`src/source/mfifo_params.svh`:
```
`ifndef MFIFO_PARAMS_SVH
`define MFIFO_PARAMS_SVH

// Sizing of the shared-storage multi-FIFO
// Everything else is derived from these three values in mfifo_pkg

// Number of logical FIFOs that share the storage
// Must be a power of two so the round-robin index wraps cleanly
`define MFIFO_NUM_FIFOS 4

// Number of entries in the shared data RAM
// The sender also starts with this many push credits after reset
`define MFIFO_DEPTH 16

// Payload width in bits
`define MFIFO_WIDTH 16

`endif

```
`src/source/mfifo_pkg.sv`:
```
`default_nettype none

`include "mfifo_params.svh"

package mfifo_pkg;

  // Sizes taken from the parameter macros
  localparam int numFifos = `MFIFO_NUM_FIFOS;
  localparam int numEntries = `MFIFO_DEPTH;
  localparam int dataBits = `MFIFO_WIDTH;

  // Derived widths, the count needs one extra bit to hold a full RAM
  localparam int fifoIdBits = $clog2(numFifos);
  localparam int addrBits = $clog2(numEntries);
  localparam int countBits = $clog2(numEntries + 1);

  typedef logic [fifoIdBits-1:0] fifoIdT;
  typedef logic [addrBits-1:0] addrT;
  typedef logic [countBits-1:0] countT;
  typedef logic [dataBits-1:0] dataT;

  // One push beat from the sender
  typedef struct packed {logic valid; fifoIdT fifoId; dataT data;} pushReqT;

  // Write into the data RAM
  typedef struct packed {logic valid; addrT addr; dataT data;} ramWrT;

  // Write into the pointer RAM, linking addr to the entry that follows it
  typedef struct packed {logic valid; addrT addr; addrT next;} ptrWrT;

  // Freshly written entry that becomes the tail of its FIFO
  typedef struct packed {logic valid; fifoIdT fifoId; addrT entry;} tailUpdT;

  // Entry handed back to the free list after its item was popped
  typedef struct packed {logic valid; addrT entry;} deallocT;

endpackage

`default_nettype wire

```
`src/source/syncRam.sv`:
```
`timescale 1ns/1ps
`default_nettype none

// Simple dual-port RAM, one write and one read per cycle
// Read data shows up one cycle after the address
module syncRam #(
  parameter int Words = 16,
  parameter int Bits = 16
) (
  input  logic                     clk,
  input  logic                     wrValid,
  input  logic [$clog2(Words)-1:0] wrAddr,
  input  logic [Bits-1:0]          wrData,
  input  logic [$clog2(Words)-1:0] rdAddr,
  output logic [Bits-1:0]          rdData
);

  // Storage array, contents are undefined until written
  logic [Bits-1:0] mem [Words];

  // Both ports use nonblocking updates on the same edge
  // so a read of an address being written returns the old word
  always_ff @(posedge clk) begin
    if (wrValid) begin
      mem[wrAddr] <= wrData;
    end
    rdData <= mem[rdAddr];
  end

endmodule

`default_nettype wire

```
`src/source/freeList.sv`:
```
`timescale 1ns/1ps
`default_nettype none

// Tracks which shared RAM entries are unused
// One bit per entry, a set bit means the entry is free
module freeList
  import mfifo_pkg::*;
(
  input  logic    clk,
  input  logic    rst,
  output logic    allocValid,
  output addrT    allocEntry,
  input  logic    allocTake,
  input  deallocT dealloc,
  output logic    full
);

  logic [numEntries-1:0] freeMap;
  logic [numEntries-1:0] freeMapNext;

  // Priority encoder for the lowest free entry
  // Scanning downward lets the last hit be the smallest index
  always_comb begin
    allocEntry = '0;
    for (int i = numEntries - 1; i >= 0; i--) begin
      if (freeMap[i]) begin
        allocEntry = addrT'(i);
      end
    end
  end

  assign allocValid = |freeMap;

  // No free entry left means every entry belongs to some FIFO
  assign full = ~allocValid;

  // A take clears the offered bit, a dealloc sets its bit again
  // The two never name the same entry since a freed entry was in use
  always_comb begin
    freeMapNext = freeMap;
    if (allocTake && allocValid) begin
      freeMapNext[allocEntry] = 1'b0;
    end
    if (dealloc.valid) begin
      freeMapNext[dealloc.entry] = 1'b1;
    end
  end

  // All entries start out free
  always_ff @(posedge clk) begin
    if (rst) begin
      freeMap <= '1;
    end else begin
      freeMap <= freeMapNext;
    end
  end

endmodule

`default_nettype wire

```
`src/source/pushCtrl.sv`:
```
`timescale 1ns/1ps
`default_nettype none

// Push side of the multi-FIFO
// Accepts one beat per cycle, stores it and returns credits for freed entries
module pushCtrl
  import mfifo_pkg::*;
(
  input  logic    clk,
  input  logic    rst,
  input  pushReqT push,
  input  logic    allocValid,
  input  addrT    allocEntry,
  output logic    allocTake,
  input  deallocT dealloc,
  output ramWrT   dataWr,
  output tailUpdT tailUpd,
  output logic    pushCredit
);

  logic   stageValid;
  fifoIdT stageFifo;
  addrT   stageEntry;
  dataT   stageData;
  logic   creditQ;

  // The credit rule guarantees a free entry whenever the sender is valid
  assign allocTake = push.valid && allocValid;

  // Control side of the stage, plus one cycle of credit delay
  always_ff @(posedge clk) begin
    if (rst) begin
      stageValid <= 1'b0;
      creditQ <= 1'b0;
    end else begin
      stageValid <= allocTake;
      creditQ <= dealloc.valid;
    end
  end

  // Beat and its entry are captured together
  always_ff @(posedge clk) begin
    if (allocTake) begin
      stageFifo <= push.fifoId;
      stageEntry <= allocEntry;
      stageData <= push.data;
    end
  end

  // Stage drives the RAM write and the tail link in the same cycle
  always_comb begin
    dataWr.valid = stageValid;
    dataWr.addr = stageEntry;
    dataWr.data = stageData;
    tailUpd.valid = stageValid;
    tailUpd.fifoId = stageFifo;
    tailUpd.entry = stageEntry;
  end

  // One credit per freed entry, one cycle after the dealloc
  assign pushCredit = creditQ;

endmodule

`default_nettype wire

```
`src/source/linkListMgr.sv`:
```
`timescale 1ns/1ps
`default_nettype none

// Keeps one singly linked list per logical FIFO
// Head, tail and the number of unclaimed entries live in registers,
// the next pointers live in the pointer RAM
module linkListMgr
  import mfifo_pkg::*;
(
  input  logic                clk,
  input  logic                rst,
  input  tailUpdT             tailUpd,
  input  logic [numFifos-1:0] headTake,
  output logic [numFifos-1:0] headValid,
  output addrT [numFifos-1:0] head,
  output logic [numFifos-1:0] ramEmpty,
  output ptrWrT               ptrWr,
  output addrT                ptrRdAddr,
  input  addrT                ptrRdData
);

  addrT  [numFifos-1:0] tail;
  countT [numFifos-1:0] count;
  logic  [numFifos-1:0] upd;
  logic  [numFifos-1:0] pending;
  logic                 pendValid;
  fifoIdT               pendFifo;
  fifoIdT               takeIdx;
  logic                 takeMore;

  // The pop side claims at most one head per cycle
  always_comb begin
    takeIdx = '0;
    for (int f = 0; f < numFifos; f++) begin
      if (headTake[f]) begin
        takeIdx = fifoIdT'(f);
      end
    end
  end

  // Entries remain behind the claimed head, so its next pointer is needed
  assign takeMore = |headTake && (count[takeIdx] > countT'(1));
  assign ptrRdAddr = head[takeIdx];

  always_comb begin
    for (int f = 0; f < numFifos; f++) begin
      upd[f] = tailUpd.valid && (tailUpd.fifoId == fifoIdT'(f));
      pending[f] = pendValid && (pendFifo == fifoIdT'(f));
      ramEmpty[f] = (count[f] == '0);
      // Head is unknown while its pointer read is still in flight
      headValid[f] = !ramEmpty[f] && !pending[f];
    end
  end

  // Appending to a list that has entries links the old tail to the new one
  always_comb begin
    ptrWr.valid = tailUpd.valid && (count[tailUpd.fifoId] != '0);
    ptrWr.addr = tail[tailUpd.fifoId];
    ptrWr.next = tailUpd.entry;
  end

  // Remember which FIFO waits for the pointer RAM
  always_ff @(posedge clk) begin
    if (rst) begin
      pendValid <= 1'b0;
    end else begin
      pendValid <= takeMore;
    end
  end

  always_ff @(posedge clk) begin
    pendFifo <= takeIdx;
  end

  always_ff @(posedge clk) begin
    if (rst) begin
      head <= '0;
      tail <= '0;
      count <= '0;
    end else begin
      for (int f = 0; f < numFifos; f++) begin
        if (pending[f]) begin
          head[f] <= ptrRdData;
        end else if (upd[f] && (ramEmpty[f] || (count[f] == countT'(1) && headTake[f]))) begin
          // The new entry is the only one left, so it is the head right away
          head[f] <= tailUpd.entry;
        end
        if (upd[f]) begin
          tail[f] <= tailUpd.entry;
        end
        // A push and a claim in the same cycle leave the count unchanged
        if (upd[f] && !headTake[f]) begin
          count[f] <= count[f] + countT'(1);
        end else if (headTake[f] && !upd[f]) begin
          count[f] <= count[f] - countT'(1);
        end
      end
    end
  end

endmodule

`default_nettype wire

```
`src/source/popCtrl.sv`:
```
`timescale 1ns/1ps
`default_nettype none

// Pop side of the multi-FIFO
// Every FIFO has a one-entry staging slot, and all slots share the single
// data RAM read port through a round-robin arbiter
module popCtrl
  import mfifo_pkg::*;
(
  input  logic                clk,
  input  logic                rst,
  input  logic [numFifos-1:0] headValid,
  input  addrT [numFifos-1:0] head,
  input  logic [numFifos-1:0] ramEmpty,
  output logic [numFifos-1:0] headTake,
  output addrT                dataRdAddr,
  input  dataT                dataRdData,
  output logic [numFifos-1:0] popValid,
  input  logic [numFifos-1:0] popReady,
  output dataT [numFifos-1:0] popData,
  output logic [numFifos-1:0] popEmpty,
  output deallocT             dealloc
);

  logic [numFifos-1:0] slotValid;
  dataT [numFifos-1:0] slotData;
  addrT [numFifos-1:0] slotEntry;
  logic [numFifos-1:0] freePend;
  addrT [numFifos-1:0] freeEntry;
  logic [numFifos-1:0] inFlight;
  logic [numFifos-1:0] pop;
  logic [numFifos-1:0] readReq;
  logic                rdValid;
  fifoIdT              rdFifo;
  addrT                rdEntry;
  fifoIdT              grantIdx;
  fifoIdT              grantLast;
  fifoIdT              freeIdx;
  fifoIdT              freeLast;

  // First requester after the last winner, returns last when nobody asks
  function automatic fifoIdT rrPick(input logic [numFifos-1:0] req, input fifoIdT last);
    fifoIdT cand;
    fifoIdT pick;
    pick = last;
    for (int i = numFifos; i >= 1; i--) begin
      cand = fifoIdT'(int'(last) + i);
      if (req[cand]) begin
        pick = cand;
      end
    end
    return pick;
  endfunction

  always_comb begin
    for (int f = 0; f < numFifos; f++) begin
      inFlight[f] = rdValid && (rdFifo == fifoIdT'(f));
      // A slot waits until its previous entry has gone back to the free list
      popValid[f] = slotValid[f] && !freePend[f];
      pop[f] = popValid[f] && popReady[f];
      popEmpty[f] = !slotValid[f] && !inFlight[f] && ramEmpty[f];
      // Slot must be free by the time the read data arrives
      readReq[f] = headValid[f] && !inFlight[f] && (!slotValid[f] || pop[f]);
    end
  end

  assign grantIdx = rrPick(readReq, grantLast);
  assign freeIdx = rrPick(freePend, freeLast);
  assign dataRdAddr = head[grantIdx];
  assign popData = slotData;

  always_comb begin
    headTake = '0;
    if (|readReq) begin
      headTake[grantIdx] = 1'b1;
    end
  end

  // Only one freed entry per cycle goes back, pops from several FIFOs queue up here
  assign dealloc.valid = |freePend;
  assign dealloc.entry = freeEntry[freeIdx];

  always_ff @(posedge clk) begin
    if (rst) begin
      slotValid <= '0;
      freePend <= '0;
      rdValid <= 1'b0;
      grantLast <= '0;
      freeLast <= '0;
    end else begin
      rdValid <= |readReq;
      if (|readReq) begin
        grantLast <= grantIdx;
      end
      if (|freePend) begin
        freeLast <= freeIdx;
        freePend[freeIdx] <= 1'b0;
      end
      for (int f = 0; f < numFifos; f++) begin
        if (pop[f]) begin
          slotValid[f] <= 1'b0;
          freePend[f] <= 1'b1;
        end
        if (inFlight[f]) begin
          slotValid[f] <= 1'b1;
        end
      end
    end
  end

  // Read data lands in the slot of the FIFO granted one cycle earlier
  always_ff @(posedge clk) begin
    rdFifo <= grantIdx;
    rdEntry <= dataRdAddr;
    for (int f = 0; f < numFifos; f++) begin
      if (pop[f]) begin
        freeEntry[f] <= slotEntry[f];
      end
      if (inFlight[f]) begin
        slotData[f] <= dataRdData;
        slotEntry[f] <= rdEntry;
      end
    end
  end

endmodule

`default_nettype wire

```
`src/source/mfifoTop.sv`:
```
`timescale 1ns/1ps
`default_nettype none

// Shared-storage multi-FIFO with a valid/credit push port and
// one ready/valid pop port per logical FIFO
module mfifoTop
  import mfifo_pkg::*;
(
  input  logic                clk,
  input  logic                rst,
  input  pushReqT             push,
  output logic                pushCredit,
  output logic                pushFull,
  output logic [numFifos-1:0] popValid,
  input  logic [numFifos-1:0] popReady,
  output dataT [numFifos-1:0] popData,
  output logic [numFifos-1:0] popEmpty
);

  logic                allocValid;
  addrT                allocEntry;
  logic                allocTake;
  deallocT             dealloc;
  ramWrT               dataWr;
  tailUpdT             tailUpd;
  ptrWrT               ptrWr;
  addrT                ptrRdAddr;
  addrT                ptrRdData;
  logic [numFifos-1:0] headValid;
  addrT [numFifos-1:0] head;
  logic [numFifos-1:0] headTake;
  logic [numFifos-1:0] ramEmpty;
  addrT                dataRdAddr;
  dataT                dataRdData;

  freeList uFreeList (
    .clk,
    .rst,
    .allocValid,
    .allocEntry,
    .allocTake,
    .dealloc,
    .full(pushFull)
  );

  pushCtrl uPushCtrl (
    .clk,
    .rst,
    .push,
    .allocValid,
    .allocEntry,
    .allocTake,
    .dealloc,
    .dataWr,
    .tailUpd,
    .pushCredit
  );

  linkListMgr uLinkListMgr (
    .clk,
    .rst,
    .tailUpd,
    .headTake,
    .headValid,
    .head,
    .ramEmpty,
    .ptrWr,
    .ptrRdAddr,
    .ptrRdData
  );

  popCtrl uPopCtrl (
    .clk,
    .rst,
    .headValid,
    .head,
    .ramEmpty,
    .headTake,
    .dataRdAddr,
    .dataRdData,
    .popValid,
    .popReady,
    .popData,
    .popEmpty,
    .dealloc
  );

  // Payload storage shared by all FIFOs
  syncRam #(
    .Words(numEntries),
    .Bits(dataBits)
  ) dataRam (
    .clk,
    .wrValid(dataWr.valid),
    .wrAddr(dataWr.addr),
    .wrData(dataWr.data),
    .rdAddr(dataRdAddr),
    .rdData(dataRdData)
  );

  // Next pointers of the linked lists, indexed by entry
  syncRam #(
    .Words(numEntries),
    .Bits(addrBits)
  ) ptrRam (
    .clk,
    .wrValid(ptrWr.valid),
    .wrAddr(ptrWr.addr),
    .wrData(ptrWr.next),
    .rdAddr(ptrRdAddr),
    .rdData(ptrRdData)
  );

endmodule

`default_nettype wire

```
`config.mk`:
```
export PLATFORM = sky130hd
export DESIGN_NAME = mfifoTop
export DESIGN_NICKNAME = d
export VERILOG_FILES = /design/src/source/mfifo_pkg.sv /design/src/source/syncRam.sv /design/src/source/freeList.sv /design/src/source/pushCtrl.sv /design/src/source/linkListMgr.sv /design/src/source/popCtrl.sv /design/src/source/mfifoTop.sv
export VERILOG_INCLUDE_DIRS = /design/src /design/src/source
export SDC_FILE = /design/constraint.sdc
export NUM_CORES = 1
export LEC_CHECK = 0
export BUFFER_PORTS_ARGS = -buffer_cell sky130_fd_sc_hd__buf_2
export CELL_PAD_IN_SITES_DETAIL_PLACEMENT = 1
export CELL_PAD_IN_SITES_GLOBAL_PLACEMENT = 1
export CORE_MARGIN = 2
export CORE_UTILIZATION = 28
export CTS_CLUSTER_DIAMETER = 50
export DETAILED_ROUTE_END_ITERATION = 10
export PLACE_DENSITY = 0.56
export SLEW_MARGIN = 20
export SYNTH_ARGS = -nofsm -noshare
export SYNTH_HDL_FRONTEND = slang
export SYNTH_SLANG_ARGS = --single-unit
```
`constraint.sdc`:
```
create_clock -name clk -period 12.75 [get_ports clk]
set_input_delay 1.9125 -clock clk [delete_from_list [all_inputs] [get_ports clk]]
set_output_delay 1.9125 -clock clk [all_outputs]
set_load 0.1 [all_outputs]
```
==> metrics.md, run 1 <==
| Metric | Value |
|---|---|
| Endpoint class of the critical path | `register` |
| RSZ-0062 raised after global routing | `false` |
| Rows | `~100` |
| Seq cells post-synth | `550` |
| Layout overhead on the synthesized area | `18.8%` |
| WL final | `roughly 60000 µm` |
| Overflow after GRT | `0` |
| Ports | `a little under 100` |
| Die span in y | `approximately 280 µm` |
| Multi-input logic area | `6080 µm²` |
| Dpl cells | `approximately 2700` |
| Crit-path max FO | `89` |
| Total negative slack | `0 ns` |
| Largest net degree at the start of global routing | `94` |
| Post-CTS setup buffer count | `0` |
| Max clock buf depth | `3` |
| Delay-heaviest family, CP | `compound AO/OA/AOI/OAI gates` |
| Max-slew violations | `0` |
| Placed instance area | `23700 µm²` |
| Number of global-route vias before repair | `about 14000` |
| Avg Inst Size Synth | `around 14 µm²` |
| Pre-antenna DRT Iters | `4` |
| Non-Filler Instances | `2822` |
| Worst r2r path cells | `13` |
| Synth Warn # | `0` |
| Slowest cell on the critical path | `buf_4` |
| Worst Path Arrival | `around 6 ns` |
| Slew margin rel. | `between 20% and 30%` |
| Sequential share of the synthesized area | `between 70% and 80%` |
| Overall Global Routing Usage | `15.0%` |
| Worst vdd ir | `roughly 0.1 mV` |
| Max Fclk | `183 MHz` |
| Nets | `approximately 1800` |
| Status | `finished clean` |
| Clock period minus worst slack | `~5.5 ns` |
| Power Density | `roughly 250 nW/µm²` |
| Inserted Clock Buffers | `69` |
| Hpwl dp | `approximately 37000 µm` |
| Worst-Margin Slew | `between 1 and 1.5 ns` |
| Global-route wire length before repair | `between 90000 and 100000 µm` |
| Worst hold slack | `between 0.4 and 0.5 ns` |
| Clk_skew | `0.0247 ns` |
| Hold depth | `0` |
| Overall Power | `0.00644 W` |
| Fillcell total | `8229` |
| Num Clock Sinks | `550` |
| Setup CP Type | `input port to register` |
| Register area | `15400 µm²` |
| Max Cap Violations | `0` |
| CTS tree | `built` |
| EDFF count, synth | `roughly 440` |
| Lkg Pwr | `approximately 9.0 nW` |
| DRC viols | `0` |
| Clk root buf | `clkbuf_16` |
| Setup crit start kind | `input port` |
| Mapped Nets | `between 1500 and 2000` |
| Synth cell types | `between 70 and 80` |
| Mapped cell area | `21900 µm²` |
| Final worst-path cycle share | `between 40 and 50%` |
| Iteration-0 DRC Markers | `around 800` |
| Clock slew at reported path FFs | `about 0.060 ns` |
| Hold Violations, Final | `0` |
| Most used cell along the critical path | `a22oi_1` |
| Hold buffer count at cts | `0` |
| Post-DRT Antenna Nets | `0` |
| Antenna violations before repair | `3` |
| Endpoints failing setup | `0` |
| PostCTS Resize Cnt | `0` |
| Vias per cell | `slightly below 5` |
| Port Buffers | `98` |
| Max stage delay on crit path | `0.86 ns` |
| DR vias | `roughly 14000` |
| Gpl congestion | `0.760` |
| Layout cell share with drive strength beyond 1 | `a little under a fifth` |
| Worst Hold Class | `register to register` |
| Levels on crit path | `13` |
| Core Footprint | `77500 µm²` |
| Crit path buf inv count | `3` |
| CP Cell Sequence | `buf_2 -> nand2b_1 -> a2111oi_2 -> nor2_1 -> a22oi_4 -> a211oi_1 -> mux2_4 -> inv_4 -> buf_4 -> a21oi_1 -> a22oi_1 -> a22oi_1 -> o211ai_1` |
| Top FF cell, synth | `edfxtp_1` |
| Fin area | `26000 µm²` |
| Total number of H-tree levels | `3` |
| DR WL/cell | `21.4 µm` |
| Skew-Pair Late Insertion Delay | `approximately 0.6 ns` |
| Die Area | `a little over 80000 µm²` |
| Async S/R FF share, synth | `0%` |
| Critical Path RT | `around 13 ns` |
| Starting density of the core | `28.3%` |
| Synthesized instance count | `~1600` |
| Width of the die | `approximately 280 µm` |
==> final cells by class <==
type	instances	area share [%]
clock buffer	90	7.34
inverter	34	0.510
clock inverter	37	1.54
tap	1040	5.00
timing repair buffer	135	3.03
multi-input combinational	935	23.4
sequential	550	59.2
antenna	1	0.00962
==> registers in the layout (all words and copies together), names as in the netlist, 2 cells and up <==
register / count
uPushCtrl.stageData: 16
ptrRam.rdData: 4
uPushCtrl.stageFifo: 2
uPopCtrl.freeEntry: 16
uLinkListMgr.tail: 16
uPopCtrl.popData: 64
uPopCtrl.freeLast: 2
uFreeList.freeMap: 16
uPopCtrl.freePend: 4
dataRam.mem: 256
uPopCtrl.slotValid: 4
uPopCtrl.grantLast: 2
uLinkListMgr.pendFifo: 2
uLinkListMgr.count: 20
uPushCtrl.stageEntry: 4
uLinkListMgr.head: 16
uPopCtrl.slotEntry: 16
ptrRam.mem: 64
uPopCtrl.rdFifo: 2
dataRam.rdData: 16
uPopCtrl.rdEntry: 4
==> synthesized netlist by cell type, types with 5 or more instances <==
| master | count | area [µm²] |
|---|---|---|
| nor4_1 | 5 | 31.3 |
| clkbuf_1 | 32 | 120 |
| dfxtp_1 | 112 | 2240 |
| nor2_1 | 117 | 439 |
| mux2i_1 | 83 | 831 |
| xnor2_1 | 8 | 70.1 |
| nand4_1 | 11 | 68.8 |
| a22oi_2 | 11 | 138 |
| buf_1 | 6 | 22.5 |
| xor2_1 | 8 | 70.1 |
| nand2b_1 | 10 | 62.6 |
| or3_1 | 10 | 62.6 |
| buf_6 | 6 | 67.6 |
| nand3_1 | 7 | 35.0 |
| inv_1 | 29 | 109 |
| nand2_1 | 183 | 687 |
| edfxtp_1 | 438 | 13200 |
| a221o_1 | 6 | 60.1 |
| a22oi_1 | 55 | 413 |
| and2_1 | 10 | 62.6 |
| mux2_2 | 7 | 78.8 |
| buf_2 | 29 | 145 |
| o21ai_0 | 16 | 80.1 |
| ha_1 | 20 | 250 |
| mux4_2 | 6 | 135 |
| o211ai_1 | 18 | 135 |
| nor2b_1 | 11 | 68.8 |
| o22ai_1 | 17 | 106 |
| nor3_1 | 19 | 95.1 |
| a211oi_1 | 18 | 135 |
| nand3b_1 | 8 | 60.1 |
| nor3b_1 | 9 | 67.6 |
| or4_1 | 8 | 60.1 |
| a21oi_1 | 168 | 841 |
| a22o_1 | 18 | 158 |
==> final timing paths <==
path	startpoint	endpoint	slack, ns
max	popReady[0]	dataRam.rdData[15]	7.30
min	uPopCtrl.slotEntry[7]	uPopCtrl.freeEntry[7]	0.42
max reg2reg	uLinkListMgr.count[1]	dataRam.rdData[15]	7.75
min reg2reg	uPopCtrl.slotEntry[7]	uPopCtrl.freeEntry[7]	0.42
==> stage by stage <==
stage | utilization, % | setup slack [ns]
floorplan | - | 7.42
global placement | 30.5 | 6.83
detailed placement | 30.5 | 6.71
CTS | 33.5 | 7.30
global route | 33.6 | 6.90
finish | 33.6 | 7.30
==> placed cells by master, fill, tap and decap left out, types with 13 or more instances in the layout <==
cell       count
clkbuf_16     71
nor3_1        15
edfxtp_1     438
mux2i_1       82
buf_2         98
inv_1         29
o22ai_1       17
a22o_1        18
clkbuf_1      13
buf_4         36
a22oi_1       55
dfxtp_1      112
o211ai_1      18
a21oi_1      168
nand2_1      183
nor2_1       104
o21ai_0       16
a211oi_1      18
ha_1          20
==> cells by family after synthesis <==
family / share of synthesized area [%]
AOI/OAI and AO/OA: 11.2
xor gates and xnor gates: 0.640
adders and majority gates: 1.14
buffers and inverters: 2.36
DFF: 70.3
muxes: 5.17
and+or+nand+nor: 9.17
==> where the power goes <==
part / internal (W) / switching (W)
registers: 0.00217 / 0.000164
clock network: 0.00118 / 0.000787
logic: 0.000628 / 0.00151
total: 0.00397 / 0.00247
==> per-layer routing <==
layer / GRT usage [%] / vias up / wire, µm
met1: 19.8 / 6921 / 27300
li1: - / 6302 / -
met3: 2.83 / 99 / 2290
met5: 0 / - / 0
met4: 4.22 / 0 / 1480
met2: 25.1 / 233 / 29300
No activity file was read; power rests on OpenSTA's default activity.
==> inputs of run 2 (changes only) <==
--- a/config.mk
+++ b/config.mk
@@ -6,6 +6,7 @@
 export SDC_FILE = /design/constraint.sdc
 export NUM_CORES = 1
 export LEC_CHECK = 0
+export ABC_AREA = 1
 export BUFFER_PORTS_ARGS = -buffer_cell sky130_fd_sc_hd__buf_2
 export CELL_PAD_IN_SITES_DETAIL_PLACEMENT = 1
 export CELL_PAD_IN_SITES_GLOBAL_PLACEMENT = 1
@@ -13,7 +14,7 @@
 export CORE_UTILIZATION = 28
 export CTS_CLUSTER_DIAMETER = 50
 export DETAILED_ROUTE_END_ITERATION = 10
-export PLACE_DENSITY = 0.56
+export PLACE_DENSITY = 0.59
 export SLEW_MARGIN = 20
 export SYNTH_ARGS = -nofsm -noshare
 export SYNTH_HDL_FRONTEND = slang
==> constraint.sdc (replaced) <==
create_clock -name clk -period 5 [get_ports clk]
set_input_delay 0.75 -clock clk [delete_from_list [all_inputs] [get_ports clk]]
set_output_delay 0.75 -clock clk [all_outputs]
set_load 0.1 [all_outputs]
==> metrics.md, run 2 <==
| Metric | Value |
|---|---|
| DRC viols | `0 (unchanged)` |
| Clock period minus worst slack | `4.01 ns` |
| DR WL/cell | `18.9 µm (-12%)` |
| Max clock buf depth | `3 (unchanged)` |
| Max Cap Violations | `0 (unchanged)` |
| Pre-antenna DRT Iters | `5 (+1)` |
| Seq cells post-synth | `550 (unchanged)` |
| Sequential share of the synthesized area | `66.5% (-3.9 points)` |
| Slowest cell on the critical path | `nand2_4` |
| Vias per cell | `4.63 (-3.6%)` |
| RSZ-0062 raised after global routing | `false` |
| Placed instance area | `25000 µm² (+5.6%)` |
| Largest net degree at the start of global routing | `64 (-32%)` |
| Inserted Clock Buffers | `77 (+12%)` |
| Setup crit start kind | `register` |
| Synthesized instance count | `2234 (+40%)` |
| Overflow after GRT | `0 (unchanged)` |
| Biggest register | `dataRam.mem` |
| Most frequent cells in the layout | `469 x nand2_1, 438 x edfxtp_1, 374 x inv_1` |
| Overall Global Routing Usage | `15.6% (+0.65 points)` |
| Setup CP Type | `register to register` |
| Gpl congestion | `0.802 (+5.6%)` |
| CP Cell Sequence | `inv_1 -> ha_1 -> nand3_1 -> nand2_1 -> nor2_2 -> nand2_1 -> nand2_2 -> nand2_2 -> nand2_1 -> inv_2 -> nand2_1 -> nand2_1 -> nand2_2 -> nand2_1 -> nand2_1 -> nand2_1 -> nand2_4 -> buf_12 -> nand2_1 -> o21ai_1 -> nand2_1 -> nand3_1 -> nand3_1 -> nand2_1` |
| Die span in y | `292 µm (+2.8%)` |
| Mapped cell area | `23200 µm² (+5.8%)` |
| Slew margin rel. | `29.0% (-0.24 points)` |
| Max-slew violations | `0 (unchanged)` |
| Delay-heaviest family, CP | `simple AND/OR/NAND/NOR gates` |
| Layout overhead on the synthesized area | `19.4%` |
| Critical Path RT | `5.57 ns (-7.68 ns)` |
| Num Clock Sinks | `550 (unchanged)` |
| Worst-Margin Slew | `1.06 ns (+0.0172 ns)` |
| Width of the die | `292 µm (+2.8%)` |
| Fin area | `27700 µm² (+6.4%)` |
| Commonest non-fill, non-tap cell in the layout | `nand2_1` |
| Core Footprint | `82000 µm² (+5.8%)` |
| Avg Inst Size Synth | `10.4 µm² (-24%)` |
| Layout cell share with drive strength beyond 1 | `12.8% (-5.4 points)` |
| Post-DRT Antenna Nets | `0 (unchanged)` |
| Endpoints failing setup | `0 (unchanged)` |
| CTS tree | `built` |
| Commonest cells in the synthesized netlist | `470 x nand2_1, 438 x edfxtp_1, 374 x inv_1, 289 x nand3_1, 112 x dfxtp_1` |
| Top-count cell post-synth | `nand2_1` |
| Final core occ | `33.8% (+0.18 points)` |
| Antenna violations before repair | `1 (-2)` |
| Final worst-path cycle share | `around four fifths` |
| Crit path buf inv count | `3 (unchanged)` |
| Ports | `99 (unchanged)` |
| Async S/R FF share, synth | `0% (unchanged)` |
| Fillcell total | `9250 (+12%)` |
| Worst Hold Class | `input port to register` |
| DR vias | `16200 (+20%)` |
| Max stage delay on crit path | `0.55 ns (-0.31 ns)` |
| Most used cell along the critical path | `nand2_1` |
| Hpwl dp | `42900 µm (+16%)` |
| Max Used Layer | `met4` |
| Max Fclk | `around 250 MHz` |
| Routed wl met2 | `33300 µm (+14%)` |
| PostCTS Resize Cnt | `0 (unchanged)` |
| Clk root buf | `clkbuf_16` |
| WL final | `66400 µm (+10%)` |
| Number of global-route vias before repair | `17200 (+19%)` |
| M1 wire length | `29300 µm (+7.5%)` |
| Iteration-0 DRC Markers | `794 (-0.50%)` |
| Synth Warn # | `0 (unchanged)` |
| Skew-Pair Late Insertion Delay | `0.64 ns (+0.04 ns)` |
| Total negative slack | `0 ns (unchanged)` |
| Crit-path max FO | `63 (-29%)` |
| Clock slew at reported path FFs | `0.06 ns (about the same)` |
| Starting density of the core | `28.3% (about the same)` |
| Nets | `2417 (+37%)` |
| Max reg flops | `256 (unchanged)` |
| Largest area contributor in the netlist | `edfxtp_1` |
| Main area contributors after synthesis | `edfxtp_1 57%, dfxtp_1 9.7%, nand2_1 7.6%` |
| Hold Violations, Final | `0 (unchanged)` |
| Synth cell types | `45 (-38%)` |
| Die Area | `85000 µm² (+5.7%)` |
| Met3 routed WL | `2120 µm (-7.3%)` |
| Post-CTS setup buffer count | `0 (unchanged)` |
| Area share of the largest cell type after synthesis | `56.8% (-3.3 points)` |
| Port Buffers | `98 (unchanged)` |
| Status | `finished clean` |
| Total number of H-tree levels | `3 (unchanged)` |
| Global-route wire length before repair | `102000 µm (+11%)` |
| Rows | `105 (+2.9%)` |
| Endpoint class of the critical path | `register` |
| Worst Path Arrival | `4.58 ns (-1.37 ns)` |
| Mapped Nets | `2279 (+39%)` |
| Hold buffer count at cts | `0 (unchanged)` |
| Top FF cell, synth | `edfxtp_1` |
| Clk_skew | `0.0343 ns (+0.00967 ns)` |
| EDFF count, synth | `438 (unchanged)` |
## run 2: changes by cell type after synthesis, moves of 18 or more
cell	delta
nand3_1	+282
nand2_1	+287
inv_1	+345
clkbuf_1	-18
buf_4	+19
o21ai_0	+85
a22oi_1	-51
o21ai_1	+40
a21oi_1	-108
mux2i_1	-83
## run 2: final cells by class
class	instances	area, µm²	area share (%)
Sequential cell	550	15400	55.6
Multi-Input combinational cell	1228	6020	21.8
Clock buffer	93	2050	7.41
Inverter	383	1440	5.20
Tap cell	1070	1340	4.84
Timing Repair Buffer	132	823	2.98
Clock inverter	50	601	2.17
Antenna cell	2	5.00	0.0181
## run 2: final timing paths
kind         slack [ns]  cells past startpoint                   start                       to
max                0.99                     24   uLinkListMgr.count[5]        dataRam.rdData[5]
min                0.28                      1                push[12]  uPushCtrl.stageData[12]
max reg2reg        0.99                     24   uLinkListMgr.count[5]        dataRam.rdData[5]
min reg2reg        0.41                      0  uPopCtrl.slotEntry[12]   uPopCtrl.freeEntry[12]
## run 2: logic make-up after synthesis
group	after synthesis	synth area share [%]
compound gates	262	6.49
fa+ha+maj	20	1.08
buf+inv	456	7.98
simple gates	940	17.8
xor+xnor	6	0.227
flops	550	66.5
## run 2: worst register-to-register path: stages, from the launching register on
cell	delay, ns
dfxtp_1	0.43
inv_1	0.12
ha_1	0.21
nand3_1	0.19
nand2_1	0.19
nor2_2	0.16
nand2_1	0.08
nand2_2	0.08
nand2_2	0.08
nand2_1	0.09
inv_2	0.06
nand2_1	0.10
nand2_1	0.08
nand2_2	0.23
nand2_1	0.14
nand2_1	0.09
nand2_1	0.08
nand2_4	0.55
buf_12	0.38
nand2_1	0.13
o21ai_1	0.08
nand2_1	0.08
nand3_1	0.07
nand3_1	0.10
nand2_1	0.16
## run 2: per-layer routing
metal,vias up,global-route usage (%)
li1,7784,-
met2,255,27.4
met1,8097,19.6
met3,112,2.67
met5,-,0
met4,0,4.78
## run 2: through the flow
step / setup WS (ns) / hold slack, ns / std cells
2_1_floorplan: 1.36 / 0.400 / 2234
3_3_place_gp: 0.738 / 0.403 / 3361
3_5_place_dp: 0.727 / 0.406 / 3362
4_1_cts: 0.967 / 0.245 / 3505
5_1_grt: 0.492 / 0.248 / 3506
6_report: 0.987 / 0.284 / 3508
Power of run 2 is left out: the tool's default activity adds up to more than one toggle a clock period on the data nets, which glitch-free logic cannot reach.
==> inputs of run 3 (changes only) <==
==> constraint.sdc (replaced) <==
create_clock -name clk -period 3.56 [get_ports clk]
set_input_delay 0.534 -clock clk [delete_from_list [all_inputs] [get_ports clk]]
set_output_delay 0.534 -clock clk [all_outputs]
set_load 0.1 [all_outputs]
==> metrics.md, run 3 (same netlist as run 2, synthesis figures left out) <==
| Metric | Value |
|---|---|
| Setup crit start kind | `register` |
| Iteration-0 DRC Markers | `837 (+5.4%)` |
| Max Fclk | `303 MHz (+22%)` |
| Met3 routed WL | `2550 µm (+20%)` |
| Max-slew violations | `0 (unchanged)` |
| Overflow after GRT | `0 (unchanged)` |
| Setup CP Type | `register to register` |
| Worst r2r path cells | `21 (-13%)` |
| Max reg flops | `256 (unchanged)` |
| RR Endpoint | `uLinkListMgr.count[8]` |
| Dpl ws | `0.0212 ns (-0.706 ns)` |
| Die span in y | `292 µm (unchanged)` |
| Nets | `2474 (+2.4%)` |
| Max stage delay on crit path | `0.39 ns (-0.16 ns)` |
| Number of global-route vias before repair | `17300 (+1.0%)` |
| Final setup margin | `0.262 ns (-0.725 ns)` |
| Final worst-path cycle share | `92.6% (+12 points)` |
| Endpoint class of the critical path | `register` |
| Crit-path max FO | `6 (-90%)` |
| Commonest non-fill, non-tap cell in the layout | `nand2_1` |
| Die Area | `85000 µm² (unchanged)` |
| R2R Path Start | `uLinkListMgr.count[6]` |
| Endpoints failing setup | `0 (unchanged)` |
| Worst Path Arrival | `3.78 ns (-0.80 ns)` |
| CP Cell Sequence | `inv_1 -> ha_1 -> nand3_1 -> nand2_1 -> nor2_2 -> nand2_1 -> nand2_2 -> nand2_2 -> nand2_1 -> nand2_1 -> buf_4 -> nand3_2 -> nand3_2 -> inv_2 -> nand2_1 -> ha_1 -> or2_2 -> nor3_1 -> o22ai_1 -> o21ai_0 -> a21oi_1` |
| Reg2reg setup slack | `0.26 ns (-0.73 ns)` |
| Gpl congestion | `0.790 (-1.5%)` |
| Starting density of the core | `28.3% (unchanged)` |
| Ports | `99 (unchanged)` |
| Final core occ | `34.3% (+0.59 points)` |
| Overall Global Routing Usage | `16.0% (+0.39 points)` |
| DR WL/cell | `19.1 µm (+1.1%)` |
| Post-DRT Antenna Nets | `0 (unchanged)` |
| Skew-Pair Late Insertion Delay | `0.62 ns (-0.02 ns)` |
| Crit path launch | `uLinkListMgr.count[6]` |
| Worst-Margin Slew | `1.06 ns (-0.00605 ns)` |
| Slew margin rel. | `29.0% (+0.045 points)` |
| Crit path capture | `uLinkListMgr.count[8]` |
| Max Cap Violations | `0 (unchanged)` |
| Port Buffers | `98 (unchanged)` |
| Non-Filler Instances | `3558 (+1.4%)` |
| Worst Hold Class | `input port to register` |
| Hpwl dp | `44700 µm (+4.4%)` |
| Vias per cell | `4.65 (+0.31%)` |
| Clock slew at reported path FFs | `0.06 ns (about the same)` |
| Width of the die | `292 µm (unchanged)` |
| Hold Violations, Final | `0 (unchanged)` |
| Core Footprint | `82000 µm² (unchanged)` |
| Biggest register | `dataRam.mem` |
| Largest net degree at the start of global routing | `46 (-28%)` |
| Max clock buf depth | `3 (unchanged)` |
| Antenna violations before repair | `1 (unchanged)` |
| Layout cell share with drive strength beyond 1 | `15.0% (+2.2 points)` |
| Critical Path RT | `4.05 ns (-1.52 ns)` |
| Rows | `105 (unchanged)` |
| Pre-antenna DRT Iters | `5 (unchanged)` |
| Most used cell along the critical path | `nand2_1` |
| Total number of H-tree levels | `3 (unchanged)` |
| Global-route wire length before repair | `104000 µm (+1.9%)` |
| CTS tree | `built` |
| Num Clock Sinks | `550 (unchanged)` |
| WL final | `68100 µm (+2.6%)` |
| Most frequent cells in the layout | `468 x nand2_1, 438 x edfxtp_1, 373 x inv_1` |
| Max Used Layer | `met5` |
| DRC viols | `0 (unchanged)` |
| Routed wl met2 | `33000 µm (-0.67%)` |
| Clk_skew | `0.0242 ns (-0.0101 ns)` |
| DR vias | `16500 (+1.7%)` |
| Dpl cells | `3424 (+1.8%)` |
| RSZ-0062 raised after global routing | `true` |
| Status | `finished clean` |
| Slowest cell on the critical path | `dfxtp_1` |
| Clock period minus worst slack | `3.30 ns (-0.715 ns)` |
| Inserted Clock Buffers | `71 (-7.8%)` |
| Layout overhead on the synthesized area | `21.5%` |
| Clk root buf | `clkbuf_16` |
| M1 wire length | `30400 µm (+3.6%)` |
## run 3: cell types whose count changed in the layout (fill, tap and decap cells not counted), moves of 4 or more
cell	change
buf_12	+16
buf_4	+45
clkbuf_16	-4
inv_6	-6
nor2_2	+5
## run 3: cell type report
type | count | area [µm²]
Antenna cell | 1 | 2.50
Clock buffer | 93 | 1990
Clock inverter | 38 | 458
Fill cell | 9233 | 53800
Inverter | 383 | 1440
Multi-Input combinational cell | 1228 | 6020
Sequential cell | 550 | 15400
Tap cell | 1070 | 1340
Timing Repair Buffer | 195 | 1500
## run 3: worst max-delay path, delay by kind of cell (launching register included)
kind                       cells  cell delay (ns)
AOI/OAI and AO/OA              3             0.34
adders and majority gates      2             0.55
and+or+nand+nor               13             1.56
buffers and inverters          3             0.34
DFF                            1             0.39
## run 3: repair_timing
item	CTS	global route
gates cloned	0	0
pin swaps	0	2
hold endpoints to repair	0	0
buffers inserted	0	1
setup endpoints to repair	1	28
resized for setup	1	12
hold buffers	0	0
## run 3: layer usage
layer  up-vias  track usage (%)
li1       7887                -
met1      8208             20.4
met4         2             5.78
met2       305             27.4
met3       129             2.57
met5         -                0
## run 3: worst min path at each step
stage | startpoint | end | cells after the start
global placement | uPopCtrl.slotEntry[1] | uPopCtrl.freeEntry[1] | 0
CTS | push[2] | uPushCtrl.stageData[2] | 1
finish | push[2] | uPushCtrl.stageData[2] | 1
global route | push[12] | uPushCtrl.stageData[12] | 1
detailed placement | uPopCtrl.slotEntry[1] | uPopCtrl.freeEntry[1] | 0
floorplan | uPopCtrl.slotEntry[0] | uPopCtrl.freeEntry[0] | 0
## run 3: metrics by stage
| step | hold WS (ns) | instance area [µm²] | TNS [ns] |
|---|---|---|---|
| floorplan | 0.400 | 23200 | 0 |
| global placement | 0.409 | 25600 | 0 |
| detailed placement | 0.408 | 25600 | 0 |
| CTS | 0.0517 | 28100 | 0 |
| global route | 0.0648 | 28100 | -0.0158 |
| finish | 0.0907 | 28200 | 0 |
Power of run 3 is left out for the same reason.
